## src/ub_pkg.sv

```systemverilog
/*
 * Unaligned ICB bridge shared definitions
 * Bus widths, vector types and the controller state encoding
 */
package ub_pkg;

  // ==========================================================================
  // Bus geometry
  // ==========================================================================
  // Data word width
  localparam int BUS_W   = 32;
  // Byte lanes per word
  localparam int BYTES_W = BUS_W / 8;
  // Burst length field, beats minus one
  localparam int LEN_W   = 4;
  // Byte address width
  localparam int ADDR_W  = 32;

  // ==========================================================================
  // Vector types
  // ==========================================================================
  typedef logic [ADDR_W-1:0]          addr_t;
  typedef logic [BUS_W-1:0]           word_t;
  typedef logic [BYTES_W-1:0]         mask_t;
  typedef logic [LEN_W-1:0]           len_t;
  // Byte offset of an address inside its word
  typedef logic [$clog2(BYTES_W)-1:0] ofs_t;
  // Aligned word count, up to 17 for a 16 beat unaligned burst
  typedef logic [LEN_W:0]             wcnt_t;

  // Controller sequencing states
  typedef enum logic [2:0] {
    IDLE    = 3'd0,  // Waiting for an upstream command
    WR_WORD = 3'd1,  // Aligned write word pending or in issue
    WR_WAIT = 3'd2,  // Waiting for downstream write response
    RD_WORD = 3'd3,  // Read word issue or final beat drain
    RD_WAIT = 3'd4,  // Waiting for downstream read data
    WR_RSP  = 3'd5   // Single upstream write response
  } ctl_state_t;

endpackage

```

## src/ub_ctl_if.sv

```systemverilog
/*
 * Control bundle between the command controller and the data paths
 * Carries command start, offset and per-word handshakes
 */
interface ub_ctl_if import ub_pkg::*; ();

  // Driven by the controller
  // Byte offset of the current command
  ofs_t  ofs;
  // One cycle pulse at upstream command accept
  logic  start;
  // Current write word consumed so the next one can be formed
  logic  word_req;
  // Downstream read word accepted this cycle
  logic  rd_word_valid;
  // Next word to be issued is the final one
  logic  last_word;

  // Driven by the write data path
  logic  word_rdy;
  word_t word;
  mask_t mask;

  // Driven by the read data path
  // Read beat handed to upstream this cycle
  logic  beat_taken;

  modport ctrl (
    output ofs, start, word_req, rd_word_valid, last_word,
    input  word_rdy, word, mask, beat_taken
  );

  modport dpath (
    input  ofs, start, word_req, rd_word_valid, last_word,
    output word_rdy, word, mask, beat_taken
  );

endinterface

```

## src/ub_cmd_ctrl.sv

```systemverilog
/*
 * Command controller of the unaligned bridge
 * Accepts one upstream command and walks its aligned downstream words,
 * one access in flight at a time
 */
module ub_cmd_ctrl import ub_pkg::*; (
  input  logic   clk,
  input  logic   rst_n,
  // Upstream command channel
  input  logic   sa_icb_cmd_valid,
  input  addr_t  sa_icb_cmd_addr,
  input  logic   sa_icb_cmd_read,
  input  len_t   sa_icb_cmd_len,
  output logic   sa_icb_cmd_ready,
  // Downstream command channel
  output logic   m_icb_cmd_valid,
  output addr_t  m_icb_cmd_addr,
  output logic   m_icb_cmd_read,
  input  logic   m_icb_cmd_ready,
  // Downstream response channel
  input  logic   m_icb_rsp_valid,
  output logic   m_icb_rsp_ready,
  // Upstream write response strobe
  input  logic   sa_icb_rsp_ready,
  output logic   wr_rsp_valid,
  ub_ctl_if.ctrl ctl
);

  ctl_state_t state;
  ctl_state_t nxt_state;
  logic       cmd_rdy_q;
  logic       cmd_vld_q;
  logic       read_q;
  ofs_t       ofs_q;
  addr_t      addr_q;
  wcnt_t      words_left_q;
  logic       beat_pend_q;
  logic       rd_first_q;
  logic       cmd_acc;
  logic       m_cmd_hs;
  logic       issue;
  ofs_t       cmd_ofs;

  assign cmd_acc  = sa_icb_cmd_valid && cmd_rdy_q;
  assign m_cmd_hs = cmd_vld_q && m_icb_cmd_ready;
  assign cmd_ofs  = ofs_t'(sa_icb_cmd_addr);

  // Raise cmd valid one cycle after the word or the read slot is there
  assign issue = !cmd_vld_q &&
                 (((state == WR_WORD) && ctl.word_rdy) ||
                  ((state == RD_WORD) && (words_left_q != '0)));

  // ==========================================================================
  // Sequencing FSM
  // ==========================================================================
  always_comb begin
    nxt_state = state;
    case (state)
      IDLE: begin
        if (cmd_acc) begin
          nxt_state = sa_icb_cmd_read ? RD_WORD : WR_WORD;
        end
      end
      WR_WORD: begin
        if (m_cmd_hs) begin
          nxt_state = WR_WAIT;
        end
      end
      WR_WAIT: begin
        // Counter already reflects the word in flight
        if (m_icb_rsp_valid) begin
          nxt_state = (words_left_q == '0) ? WR_RSP : WR_WORD;
        end
      end
      WR_RSP: begin
        if (sa_icb_rsp_ready) begin
          nxt_state = IDLE;
        end
      end
      RD_WORD: begin
        if (m_cmd_hs) begin
          nxt_state = RD_WAIT;
        end else if ((words_left_q == '0) && !beat_pend_q) begin
          // Last beat has left upstream
          nxt_state = IDLE;
        end
      end
      RD_WAIT: begin
        if (m_icb_rsp_valid && !beat_pend_q) begin
          nxt_state = RD_WORD;
        end
      end
      default: nxt_state = IDLE;
    endcase
  end

  // Control state
  always_ff @(posedge clk or negedge rst_n) begin
    if (!rst_n) begin
      state        <= IDLE;
      cmd_rdy_q    <= 1'b0;
      cmd_vld_q    <= 1'b0;
      read_q       <= 1'b0;
      ofs_q        <= '0;
      words_left_q <= '0;
      beat_pend_q  <= 1'b0;
      rd_first_q   <= 1'b0;
    end else begin
      state     <= nxt_state;
      // Ready mirrors IDLE from the first cycle out of reset
      cmd_rdy_q <= (nxt_state == IDLE);
      if (m_cmd_hs) begin
        cmd_vld_q <= 1'b0;
      end else if (issue) begin
        cmd_vld_q <= 1'b1;
      end
      if (cmd_acc) begin
        read_q       <= sa_icb_cmd_read;
        ofs_q        <= cmd_ofs;
        // len+1 words, plus one when the burst straddles a word edge
        words_left_q <= wcnt_t'(sa_icb_cmd_len) + wcnt_t'(1) + wcnt_t'(cmd_ofs != '0);
      end else if (m_cmd_hs) begin
        words_left_q <= words_left_q - wcnt_t'(1);
      end
      if (cmd_acc) begin
        rd_first_q <= 1'b1;
      end else if (ctl.rd_word_valid) begin
        rd_first_q <= 1'b0;
      end
      // Tracks the read merge output register
      if (ctl.rd_word_valid && !(rd_first_q && (ofs_q != '0))) begin
        beat_pend_q <= 1'b1;
      end else if (ctl.beat_taken) begin
        beat_pend_q <= 1'b0;
      end
    end
  end

  // Aligned word address
  always_ff @(posedge clk) begin
    if (cmd_acc) begin
      addr_q <= sa_icb_cmd_addr & ~addr_t'(BYTES_W - 1);
    end else if (m_cmd_hs) begin
      addr_q <= addr_q + addr_t'(BYTES_W);
    end
  end

  assign sa_icb_cmd_ready  = cmd_rdy_q;
  assign m_icb_cmd_valid   = cmd_vld_q;
  assign m_icb_cmd_addr    = addr_q;
  assign m_icb_cmd_read    = read_q;
  // Read data stalls while the previous beat is still upstream
  assign m_icb_rsp_ready   = (state == WR_WAIT) || ((state == RD_WAIT) && !beat_pend_q);
  assign wr_rsp_valid      = (state == WR_RSP);

  assign ctl.ofs           = ofs_q;
  assign ctl.start         = cmd_acc;
  assign ctl.word_req      = m_cmd_hs && !read_q;
  assign ctl.rd_word_valid = (state == RD_WAIT) && m_icb_rsp_valid && !beat_pend_q;
  assign ctl.last_word     = (words_left_q == wcnt_t'(1));

  // ==========================================================================
  // Protocol checks
  // ==========================================================================
  a_m_cmd_hold: assert property (@(posedge clk) disable iff (!rst_n)
    m_icb_cmd_valid && !m_icb_cmd_ready |=>
      m_icb_cmd_valid && $stable(m_icb_cmd_addr) && $stable(m_icb_cmd_read))
    else $error("Downstream command dropped or changed before accept");

  a_rdy_idle: assert property (@(posedge clk) disable iff (!rst_n)
    sa_icb_cmd_ready |-> (state == IDLE))
    else $error("Upstream command ready outside IDLE");

endmodule

```

## src/ub_wr_align.sv

```systemverilog
/*
 * Write data path of the unaligned bridge
 * Rotates upstream beats by the byte offset and merges them with a carry
 * register into aligned words and byte masks
 */
module ub_wr_align import ub_pkg::*; (
  input  logic    clk,
  input  logic    rst_n,
  // Upstream write data channel
  input  logic    sa_icb_w_valid,
  input  word_t   sa_icb_cmd_wdata,
  input  mask_t   sa_icb_cmd_wmask,
  output logic    sa_icb_w_ready,
  ub_ctl_if.dpath ctl
);

  logic                 active_q;
  logic                 word_rdy_q;
  mask_t                carry_mask_q;
  word_t                carry_data_q;
  word_t                word_q;
  mask_t                mask_q;
  logic                 ofs_nz;
  logic                 tail;
  logic                 w_hs;
  logic                 form;
  logic [2*BUS_W-1:0]   data_dbl;
  logic [2*BYTES_W-1:0] mask_dbl;
  word_t                rot_data;
  mask_t                rot_mask;
  word_t                src_data;
  mask_t                src_mask;
  mask_t                low_lanes;
  word_t                new_word;
  mask_t                new_mask;

  assign ofs_nz = (ctl.ofs != '0);
  // Final word of an unaligned write is built from the carry alone
  assign tail = active_q && !word_rdy_q && ctl.last_word && ofs_nz;
  assign sa_icb_w_ready = active_q && !word_rdy_q && !(ctl.last_word && ofs_nz);
  assign w_hs = sa_icb_w_valid && sa_icb_w_ready;
  assign form = w_hs || tail;

  // ==========================================================================
  // Byte rotation and merge
  // ==========================================================================
  always_comb begin
    // Rotate left by offset bytes
    data_dbl  = {sa_icb_cmd_wdata, sa_icb_cmd_wdata} << (8 * ctl.ofs);
    mask_dbl  = {sa_icb_cmd_wmask, sa_icb_cmd_wmask} << ctl.ofs;
    rot_data  = data_dbl[2*BUS_W-1:BUS_W];
    rot_mask  = mask_dbl[2*BYTES_W-1:BYTES_W];
    // No new beat in the tail word
    src_data  = w_hs ? rot_data : '0;
    src_mask  = w_hs ? rot_mask : '0;
    // Lanes below the offset come from the previous beat
    low_lanes = mask_t'((1 << ctl.ofs) - 1);
    new_word  = '0;
    new_mask  = '0;
    for (int l = 0; l < BYTES_W; l++) begin
      if (low_lanes[l]) begin
        new_word[8*l +: 8] = carry_data_q[8*l +: 8];
        new_mask[l]        = carry_mask_q[l];
      end else begin
        new_word[8*l +: 8] = src_data[8*l +: 8];
        new_mask[l]        = src_mask[l];
      end
    end
  end

  // Burst tracking and carry mask
  always_ff @(posedge clk or negedge rst_n) begin
    if (!rst_n) begin
      active_q     <= 1'b0;
      word_rdy_q   <= 1'b0;
      carry_mask_q <= '0;
    end else if (ctl.start) begin
      active_q     <= 1'b1;
      word_rdy_q   <= 1'b0;
      // First word has nothing below the offset
      carry_mask_q <= '0;
    end else begin
      if (form) begin
        word_rdy_q <= 1'b1;
      end else if (ctl.word_req) begin
        word_rdy_q <= 1'b0;
      end
      if (ctl.word_req && ctl.last_word) begin
        active_q <= 1'b0;
      end
      if (w_hs) begin
        carry_mask_q <= rot_mask;
      end
    end
  end

  // Carry bytes and the presented word
  always_ff @(posedge clk) begin
    if (w_hs) begin
      carry_data_q <= rot_data;
    end
    if (form) begin
      word_q <= new_word;
      mask_q <= new_mask;
    end
  end

  assign ctl.word_rdy = word_rdy_q;
  assign ctl.word     = word_q;
  assign ctl.mask     = mask_q;

  // Upstream master keeps the beat until it is taken
  a_w_hold: assert property (@(posedge clk) disable iff (!rst_n)
    sa_icb_w_valid && !sa_icb_w_ready |=>
      sa_icb_w_valid && $stable(sa_icb_cmd_wdata) && $stable(sa_icb_cmd_wmask))
    else $error("Upstream write beat dropped or changed before accept");

endmodule

```

## src/ub_rd_merge.sv

```systemverilog
/*
 * Read data path of the unaligned bridge
 * Joins consecutive aligned read words into unaligned upstream beats
 * and sends the single write response
 */
module ub_rd_merge import ub_pkg::*; (
  input  logic    clk,
  input  logic    rst_n,
  // Downstream read data
  input  word_t   m_icb_rsp_rdata,
  // Write response strobe from the controller
  input  logic    wr_rsp_valid,
  // Upstream response channel
  output logic    sa_icb_rsp_valid,
  output word_t   sa_icb_rsp_rdata,
  input  logic    sa_icb_rsp_ready,
  ub_ctl_if.dpath ctl
);

  logic               first_q;
  logic               beat_vld_q;
  word_t              prev_q;
  word_t              beat_q;
  logic               produce;
  logic [2*BUS_W-1:0] pair;
  word_t              merged;

  // ==========================================================================
  // Beat assembly
  // ==========================================================================
  // First word of an unaligned read only primes the holding register
  assign produce = ctl.rd_word_valid && !(first_q && (ctl.ofs != '0));

  // Upper bytes of the held word then lower bytes of the new one
  assign pair   = {m_icb_rsp_rdata, prev_q} >> (8 * ctl.ofs);
  // Aligned reads pass straight through
  assign merged = (ctl.ofs == '0) ? m_icb_rsp_rdata : pair[BUS_W-1:0];

  // Beat valid and first word flag
  always_ff @(posedge clk or negedge rst_n) begin
    if (!rst_n) begin
      first_q    <= 1'b0;
      beat_vld_q <= 1'b0;
    end else begin
      if (ctl.start) begin
        first_q <= 1'b1;
      end else if (ctl.rd_word_valid) begin
        first_q <= 1'b0;
      end
      // Controller only returns a word once the register is empty
      if (produce) begin
        beat_vld_q <= 1'b1;
      end else if (ctl.beat_taken) begin
        beat_vld_q <= 1'b0;
      end
    end
  end

  // Held word and output beat
  always_ff @(posedge clk) begin
    if (ctl.rd_word_valid) begin
      prev_q <= m_icb_rsp_rdata;
    end
    if (produce) begin
      beat_q <= merged;
    end
  end

  // ==========================================================================
  // Upstream response
  // ==========================================================================
  // Write response never overlaps a pending read beat
  assign sa_icb_rsp_valid = beat_vld_q || wr_rsp_valid;
  // Write response carries zero data
  assign sa_icb_rsp_rdata = beat_vld_q ? beat_q : '0;
  assign ctl.beat_taken   = beat_vld_q && sa_icb_rsp_ready;

endmodule

```

## src/icb_unalign_bridge.sv

```systemverilog
/*
 * Unaligned ICB bridge top level
 * Splits unaligned upstream bursts into aligned downstream word accesses
 */
module icb_unalign_bridge import ub_pkg::*; (
  input  logic  clk,
  input  logic  rst_n,
  // Upstream command channel
  input  logic  sa_icb_cmd_valid,
  output logic  sa_icb_cmd_ready,
  input  addr_t sa_icb_cmd_addr,
  input  logic  sa_icb_cmd_read,
  input  len_t  sa_icb_cmd_len,
  // Upstream write data channel
  input  logic  sa_icb_w_valid,
  output logic  sa_icb_w_ready,
  input  word_t sa_icb_cmd_wdata,
  input  mask_t sa_icb_cmd_wmask,
  // Upstream response channel
  output logic  sa_icb_rsp_valid,
  input  logic  sa_icb_rsp_ready,
  output word_t sa_icb_rsp_rdata,
  // Downstream command channel
  output logic  m_icb_cmd_valid,
  input  logic  m_icb_cmd_ready,
  output addr_t m_icb_cmd_addr,
  output logic  m_icb_cmd_read,
  output word_t m_icb_cmd_wdata,
  output mask_t m_icb_cmd_wmask,
  // Downstream response channel
  input  logic  m_icb_rsp_valid,
  output logic  m_icb_rsp_ready,
  input  word_t m_icb_rsp_rdata
);

  logic wr_rsp_valid;

  ub_ctl_if ctl_if ();

  // Command sequencing
  ub_cmd_ctrl u_cmd_ctrl (
    .clk              (clk),
    .rst_n            (rst_n),
    .sa_icb_cmd_valid (sa_icb_cmd_valid),
    .sa_icb_cmd_addr  (sa_icb_cmd_addr),
    .sa_icb_cmd_read  (sa_icb_cmd_read),
    .sa_icb_cmd_len   (sa_icb_cmd_len),
    .sa_icb_cmd_ready (sa_icb_cmd_ready),
    .m_icb_cmd_valid  (m_icb_cmd_valid),
    .m_icb_cmd_addr   (m_icb_cmd_addr),
    .m_icb_cmd_read   (m_icb_cmd_read),
    .m_icb_cmd_ready  (m_icb_cmd_ready),
    .m_icb_rsp_valid  (m_icb_rsp_valid),
    .m_icb_rsp_ready  (m_icb_rsp_ready),
    .sa_icb_rsp_ready (sa_icb_rsp_ready),
    .wr_rsp_valid     (wr_rsp_valid),
    .ctl              (ctl_if.ctrl)
  );

  // Write beats into aligned words
  ub_wr_align u_wr_align (
    .clk              (clk),
    .rst_n            (rst_n),
    .sa_icb_w_valid   (sa_icb_w_valid),
    .sa_icb_cmd_wdata (sa_icb_cmd_wdata),
    .sa_icb_cmd_wmask (sa_icb_cmd_wmask),
    .sa_icb_w_ready   (sa_icb_w_ready),
    .ctl              (ctl_if.dpath)
  );

  // Read words into unaligned beats
  ub_rd_merge u_rd_merge (
    .clk              (clk),
    .rst_n            (rst_n),
    .m_icb_rsp_rdata  (m_icb_rsp_rdata),
    .wr_rsp_valid     (wr_rsp_valid),
    .sa_icb_rsp_valid (sa_icb_rsp_valid),
    .sa_icb_rsp_rdata (sa_icb_rsp_rdata),
    .sa_icb_rsp_ready (sa_icb_rsp_ready),
    .ctl              (ctl_if.dpath)
  );

  // Downstream write payload straight from the aligned word register
  assign m_icb_cmd_wdata = ctl_if.word;
  assign m_icb_cmd_wmask = ctl_if.mask;

endmodule

```

## config.mk

```make
export PLATFORM = sky130hd
export DESIGN_NAME = icb_unalign_bridge
export DESIGN_NICKNAME = d
export VERILOG_FILES = /design/src/ub_pkg.sv /design/src/ub_ctl_if.sv /design/src/ub_cmd_ctrl.sv /design/src/ub_wr_align.sv /design/src/ub_rd_merge.sv /design/src/icb_unalign_bridge.sv
export SDC_FILE = /design/constraint.sdc
export NUM_CORES = 1
export LEC_CHECK = 0
export ABC_AREA = 1
export BUFFER_PORTS_ARGS = -buffer_cell sky130_fd_sc_hd__buf_2
export CORE_ASPECT_RATIO = 0.5
export CORE_MARGIN = 4
export CORE_UTILIZATION = 50
export DETAILED_ROUTE_END_ITERATION = 10
export PLACE_DENSITY = 0.8
export SLEW_MARGIN = 25
export SYNTH_ARGS = -nofsm -noshare
export SYNTH_HDL_FRONTEND = slang
export SYNTH_SLANG_ARGS = --single-unit
```

## constraint.sdc

```tcl
create_clock -name clk -period 3.3 [get_ports clk]
set_input_delay 0.66 -clock clk [delete_from_list [all_inputs] [get_ports clk]]
set_output_delay 0.66 -clock clk [all_outputs]
set_load 0.01 [all_outputs]
```

-- Yosys cells after proc, flatten, opt, wreduce, memory -nomap -nowiden
Cells that the tools add are included.
- $add $sub $neg: 5
- equal/unequal tests: 6
- shift-type cells: 4
- mux-type cells: 39
- reductions and logical operators: 45
- operators by type and width (kind ; number):
    $mux W32 ; 5
    $shl A64 B5 Y64 ; 1
    $shr A64 B5 Y32 ; 1
    $add A32 B3 Y32 const B ; 1
    $mux W8 ; 4
    $mux W3 ; 8
    $logic_and A1 B1 Y1 ; 21
    $pmux W3 S6 ; 1
    $reduce_bool A2 Y1 ; 8
    $mux W1 ; 15
    $mux W4 ; 3
    $mux W5 ; 2
    $shl A8 B2 Y8 ; 1
    $eq A3 B2 Y1 const B ; 2
    $eq A3 B3 Y1 const B ; 2
    $logic_not A1 Y1 ; 6
    $logic_not A3 Y1 ; 2
    $add A4 B1 Y5 const B ; 1
    $add A5 B1 Y5 ; 1
    $eq A5 B1 Y1 const B ; 1
    $logic_not A5 Y1 ; 1
    $reduce_bool A5 Y1 ; 1
    $sub A5 B1 Y5 const B ; 1
    $logic_or A1 B1 Y1 ; 4
    other kinds (6) ; 6
- register bits after elaboration: 185
- input port bits: 112
- output and inout bits: 106
- logic and storage cells: 117

-- Depth between registers and ports, before layout
- word-level depth: 8
- gate-level depth with buffers: 10
- gate-level depth less buffers: 10

-- Worst setup path before layout
No wires, ideal clock.
- path kind: flip-flop to flip-flop
- from: register u_cmd_ctrl.state[1]
- to: register u_rd_merge.beat_q[0], enable pin
- setup time: 387 ps
- arrival: 2280 ps
- data required time: 2913 ps
- path slack: 633 ps
- cell stages (with the launch flop): 7
- buffers on the path: 1
- period minus slack after synthesis: 2667 ps
- cells stage by stage: dfrtp_1 > clkbuf_1 > nor3_1 > nand3_1 > inv_1 > o21ai_1 > inv_1
- longest elaborated chain between the ends: 4
- ends and longest elaborated chain (item ; RTL line ; text):
    start, declared ; ub_cmd_ctrl.sv:29 ; ctl_state_t state;
    start signal, assigned ; ub_cmd_ctrl.sv:109 ; state <= nxt_state;
    $eq A3 B3 Y1 ; ub_cmd_ctrl.sv:159 ; assign ctl.rd_word_valid = (state == RD_WAIT) && m_icb_rsp_valid && !beat_pend_q;
    $logic_and A1 B1 Y1 (2 in series) ; ub_cmd_ctrl.sv:159 ;
    via ctl_if.rd_word_valid ; ub_ctl_if.sv:15 ; logic rd_word_valid;
    $logic_and A1 B1 Y1 ; - ;
    via u_rd_merge.produce ; ub_rd_merge.sv:24 ; logic produce;
    end signal, assigned ; ub_rd_merge.sv:65 ; beat_q <= merged;
    end, declared ; ub_rd_merge.sv:23 ; word_t beat_q;
The timed path passes the listed nets, and every way through them passes these cells.
A chain may end at the register's enable or synchronous reset.

-- Worst setup path in the final report
- from: register u_cmd_ctrl.ofs_q[0] (netlist: u_cmd_ctrl.ctl.ofs[0])
- to: register u_wr_align.carry_data_q[13], enable pin
- longest elaborated chain between the ends: 5
- ends and longest elaborated chain (item ; RTL line ; text):
    start, declared ; ub_cmd_ctrl.sv:34 ; ofs_t ofs_q;
    start signal, assigned ; ub_cmd_ctrl.sv:119 ; ofs_q <= cmd_ofs;
    $reduce_bool A2 Y1 ; ub_wr_align.sv:37 ; assign ofs_nz = (ctl.ofs != '0);
    $logic_and A1 B1 Y1 ; ub_wr_align.sv:40 ; assign sa_icb_w_ready = active_q && !word_rdy_q && !(ctl.last_word && ofs_nz);
    $logic_not A1 Y1 ; ub_wr_align.sv:40 ;
    $logic_and A1 B1 Y1 ; ub_wr_align.sv:40 ;
    $logic_and A1 B1 Y1 ; ub_wr_align.sv:41 ; assign w_hs = sa_icb_w_valid && sa_icb_w_ready;
    via u_wr_align.w_hs ; ub_wr_align.sv:25 ; logic w_hs;
    end signal, assigned ; ub_wr_align.sv:100 ; carry_data_q <= rot_data;
    end, declared ; ub_wr_align.sv:20 ; word_t carry_data_q;
The timed path passes the listed nets, and every way through them passes these cells.

==> results.yml <==
cts:
  cts_resized: 0
  clock_sinks: 166
  clkLatencyLatePin_ns: 0.43
  cts_tree: "done"
  clk_pin_slew_ns: 0.07
  htree_num_levels: 4
  cts_hold_buffers: 0
  cts_buffer_depth: 2
  root_buffer: "clkbuf_16"
  post-cts-setup-buffers: 0
  cts_made_buffers: 17
global_route:
  grt_pass1_wl_mm: 38.3
  grt_pass1_vias: 7593
  grt_usage_pct: 23.7
  grt-ovfl-total: 0
  grt_max_degree: 66
  antenna_found_initial: 0
power:
  powerDensity_nw_per_um2: 876
  vdd_drop_max_v: 0.000463
  cellLeakagePower_nw: 5.10
yosys:
  yosysSeqAreaShare_pct: 53.8
  yosys.area.top_type: "edfxtp_1"
  ys_warn_count: 0
  synth.avg_cell_area_um2: 8.36
  yosysTopAreaCellShare_pct: 48.3
  synth.area.top_cells: "edfxtp_1 48%, nand2_1 14%, o21ai_0 6.8%"
  netlist_instances: 1087
  syn-cell-area_um2: 9080
  yosysUniqueCellTypes: 36
  synth_seq_cells: 166
critical_path:
  arrival_ns: 2.54
  critical_path_required_ns: 3.43
  cp-start-kind: "flip-flop"
  end_kind: "flip-flop"
  critPathMaxFanout: 23
  crit_type: "flip-flop to flip-flop"
sta:
  grt_setup_unrepaired: "false"
  period_minus_slack_ns: 2.41
  holdWs_ns: 0.182
  max_slew_margin_pct: 32.5
  finalHoldViolCount: 0
  setup-tns-final_ns: 0
  final-max-slew-violation-count: 0
  worst_pin_slew_ns: 1.01
  max_freq_mhz: 415
  skew_ns: 0.0108
  setup_violations: 0
  fin_crit_sh_pct: 72.9
  setup_ws_ns: 0.893
drt:
  drcViolationCount: 0
  wire_per_inst_um: 16.3
  dr.pass1.iters: 7
  routed_wl_mm: 25.1
  viasPerCell: 5.39
  final_antenna_net_count: 0
  vias: 8269
  dr.first_iter.drc_count: 615
layout:
  nFillCells: 1516
  post-route-util_pct: 62.0
  fin_nets: 1403
  layout-drive-gt1-share_pct: 21.8
  synthToLayoutAreaGrowth_pct: 20.3
floorplan:
  start_util_pct: 51.6
  placementRows: 34
  die_area_um2: 20500
  core-area_um2: 17600
  die_w_um: 199
  io_pins: 218
  die_h_um: 103
outcome:
  outcome: "finished clean"
min_path:
  hp-class: "input port to async pin"
placed_design:
  io_buffers: 215
  place_ws_ns: 0.902
  place_congestion: 1.00
  post-dp-hpwl_mm: 18.2
job:
  maxCapViolations: 0
==> cells by family (layout without fill, tap and decap cells) <==
logic type	Yosys count	after routing	synth area share [%]
mux	3	3	0.331
xor+xnor	11	11	1.06
compound gates	211	211	13.0
buf+inv	179	389	8.10
simple gates	510	510	22.8
flops	166	166	53.8
fa+ha+maj	6	6	0.827
other cells	1	3	0.0413
==> state kept, by name, indices dropped and copies added (netlist names), 2 cells and up <==
name / cells
u_cmd_ctrl.ctl.ofs: 2
u_wr_align.ctl.word: 32
u_rd_merge.beat_q: 32
u_wr_align.carry_mask_q: 3
u_rd_merge.prev_q: 24
u_wr_align.carry_data_q: 24
u_cmd_ctrl.m_icb_cmd_addr: 30
u_cmd_ctrl.state: 3
u_wr_align.ctl.mask: 4
u_cmd_ctrl.words_left_q: 5
==> final timing paths <==
path | from | end | slack (ns) | cells past startpoint
min in group clk | m_icb_rsp_rdata[25] | u_rd_merge.prev_q[25] | 0.42 | 1
max reg2reg | u_cmd_ctrl.ctl.ofs[0] | u_wr_align.carry_data_q[13] | 0.89 | 7
max in group asynchronous | rst_n | u_cmd_ctrl.ctl.ofs[0] | 2.76 | 1
max | u_cmd_ctrl.ctl.ofs[0] | u_wr_align.carry_data_q[13] | 0.89 | 7
min | rst_n | u_cmd_ctrl.words_left_q[4] | 0.18 | 1
min reg2reg | u_wr_align.carry_mask_q[2] | u_wr_align.carry_mask_q[2] | 0.52 | 2
==> where the power goes <==
group | total (W) | leakage (nW) | internal (W) | switching, W
Combinational | 0.00380 | 3.19 | 0.00126 | 0.00254
Sequential | 0.00369 | 1.61 | 0.00323 | 0.000459
Clock | 0.00209 | 0.296 | 0.00121 | 0.000879
Total | 0.00957 | 5.10 | 0.00570 | 0.00388
==> routing by layer <==
| metal | vias to the layer above | wire length, µm | GRT usage [%] |
|---|---|---|---|
| met5 | - | 0 | 0 |
| met4 | 0 | 395 | 7.25 |
| met3 | 29 | 2200 | 5.08 |
| met2 | 420 | 12000 | 39.9 |
| met1 | 3812 | 10400 | 31.3 |
| li1 | 4008 | - | - |
==> Yosys cell counts (all sizes together) <==
cell type,count
nand2,337
edfxtp,146
o21ai,140
inv,127
nor2,91
nand3,54
a21oi,32
buf,26
clkbuf,25
dfrtp,20
or2,15
nand4,10
o221ai,10
a22oi,8
o211ai,8
xor2,8
a32o,7
ha,6
a31oi,3
mux2i,3
nor3,3
xnor2,3
a211oi,1
a31o,1
clkinv,1
conb,1
o22ai,1
==> per-stage QoR <==
step	total power [W]	area [µm²]	cells
CTS	0.00957	10900	1532
detailed placement	0.00746	10300	1500
global placement	0.00732	10300	1500
global route	0.0102	10900	1532
finish	0.00957	10900	1533
floorplan	0.00624	9090	1088
==> worst max-delay path, cell delays in order (launching register included) <==
cell,delay [ns]
dfrtp_2,0.57
nor2_4,0.16
inv_2,0.06
nand4_2,0.10
nand3_1,0.08
buf_4,0.21
inv_1,0.63
buf_4,0.29
==> layout make-up <==
| type | count | area (µm²) | share of cell area (%) |
|---|---|---|---|
| sequential | 166 | 4890 | 44.7 |
| multi-input combinational | 743 | 3470 | 31.7 |
| timing repair buffer | 229 | 1180 | 10.8 |
| inverter | 128 | 480 | 4.40 |
| clock buffer | 17 | 425 | 3.89 |
| tap | 234 | 293 | 2.68 |
| clock inverter | 15 | 190 | 1.74 |
| antenna | 1 | 2.50 | 0.0229 |
==> cells in the final DEF (no fill, tap or decap), drive strengths merged, types with 4 or more instances in the layout <==
cell    count
o221ai     10
o211ai      8
buf       229
nand4      10
a32o        7
nand2     337
edfxtp    146
clkinv      4
nand3      54
a21oi      32
nor2       91
or2        15
inv       134
clkbuf     17
ha          6
xor2        8
dfrtp      20
o21ai     140
a22oi       8
No activity file was read; power rests on OpenSTA's default activity.
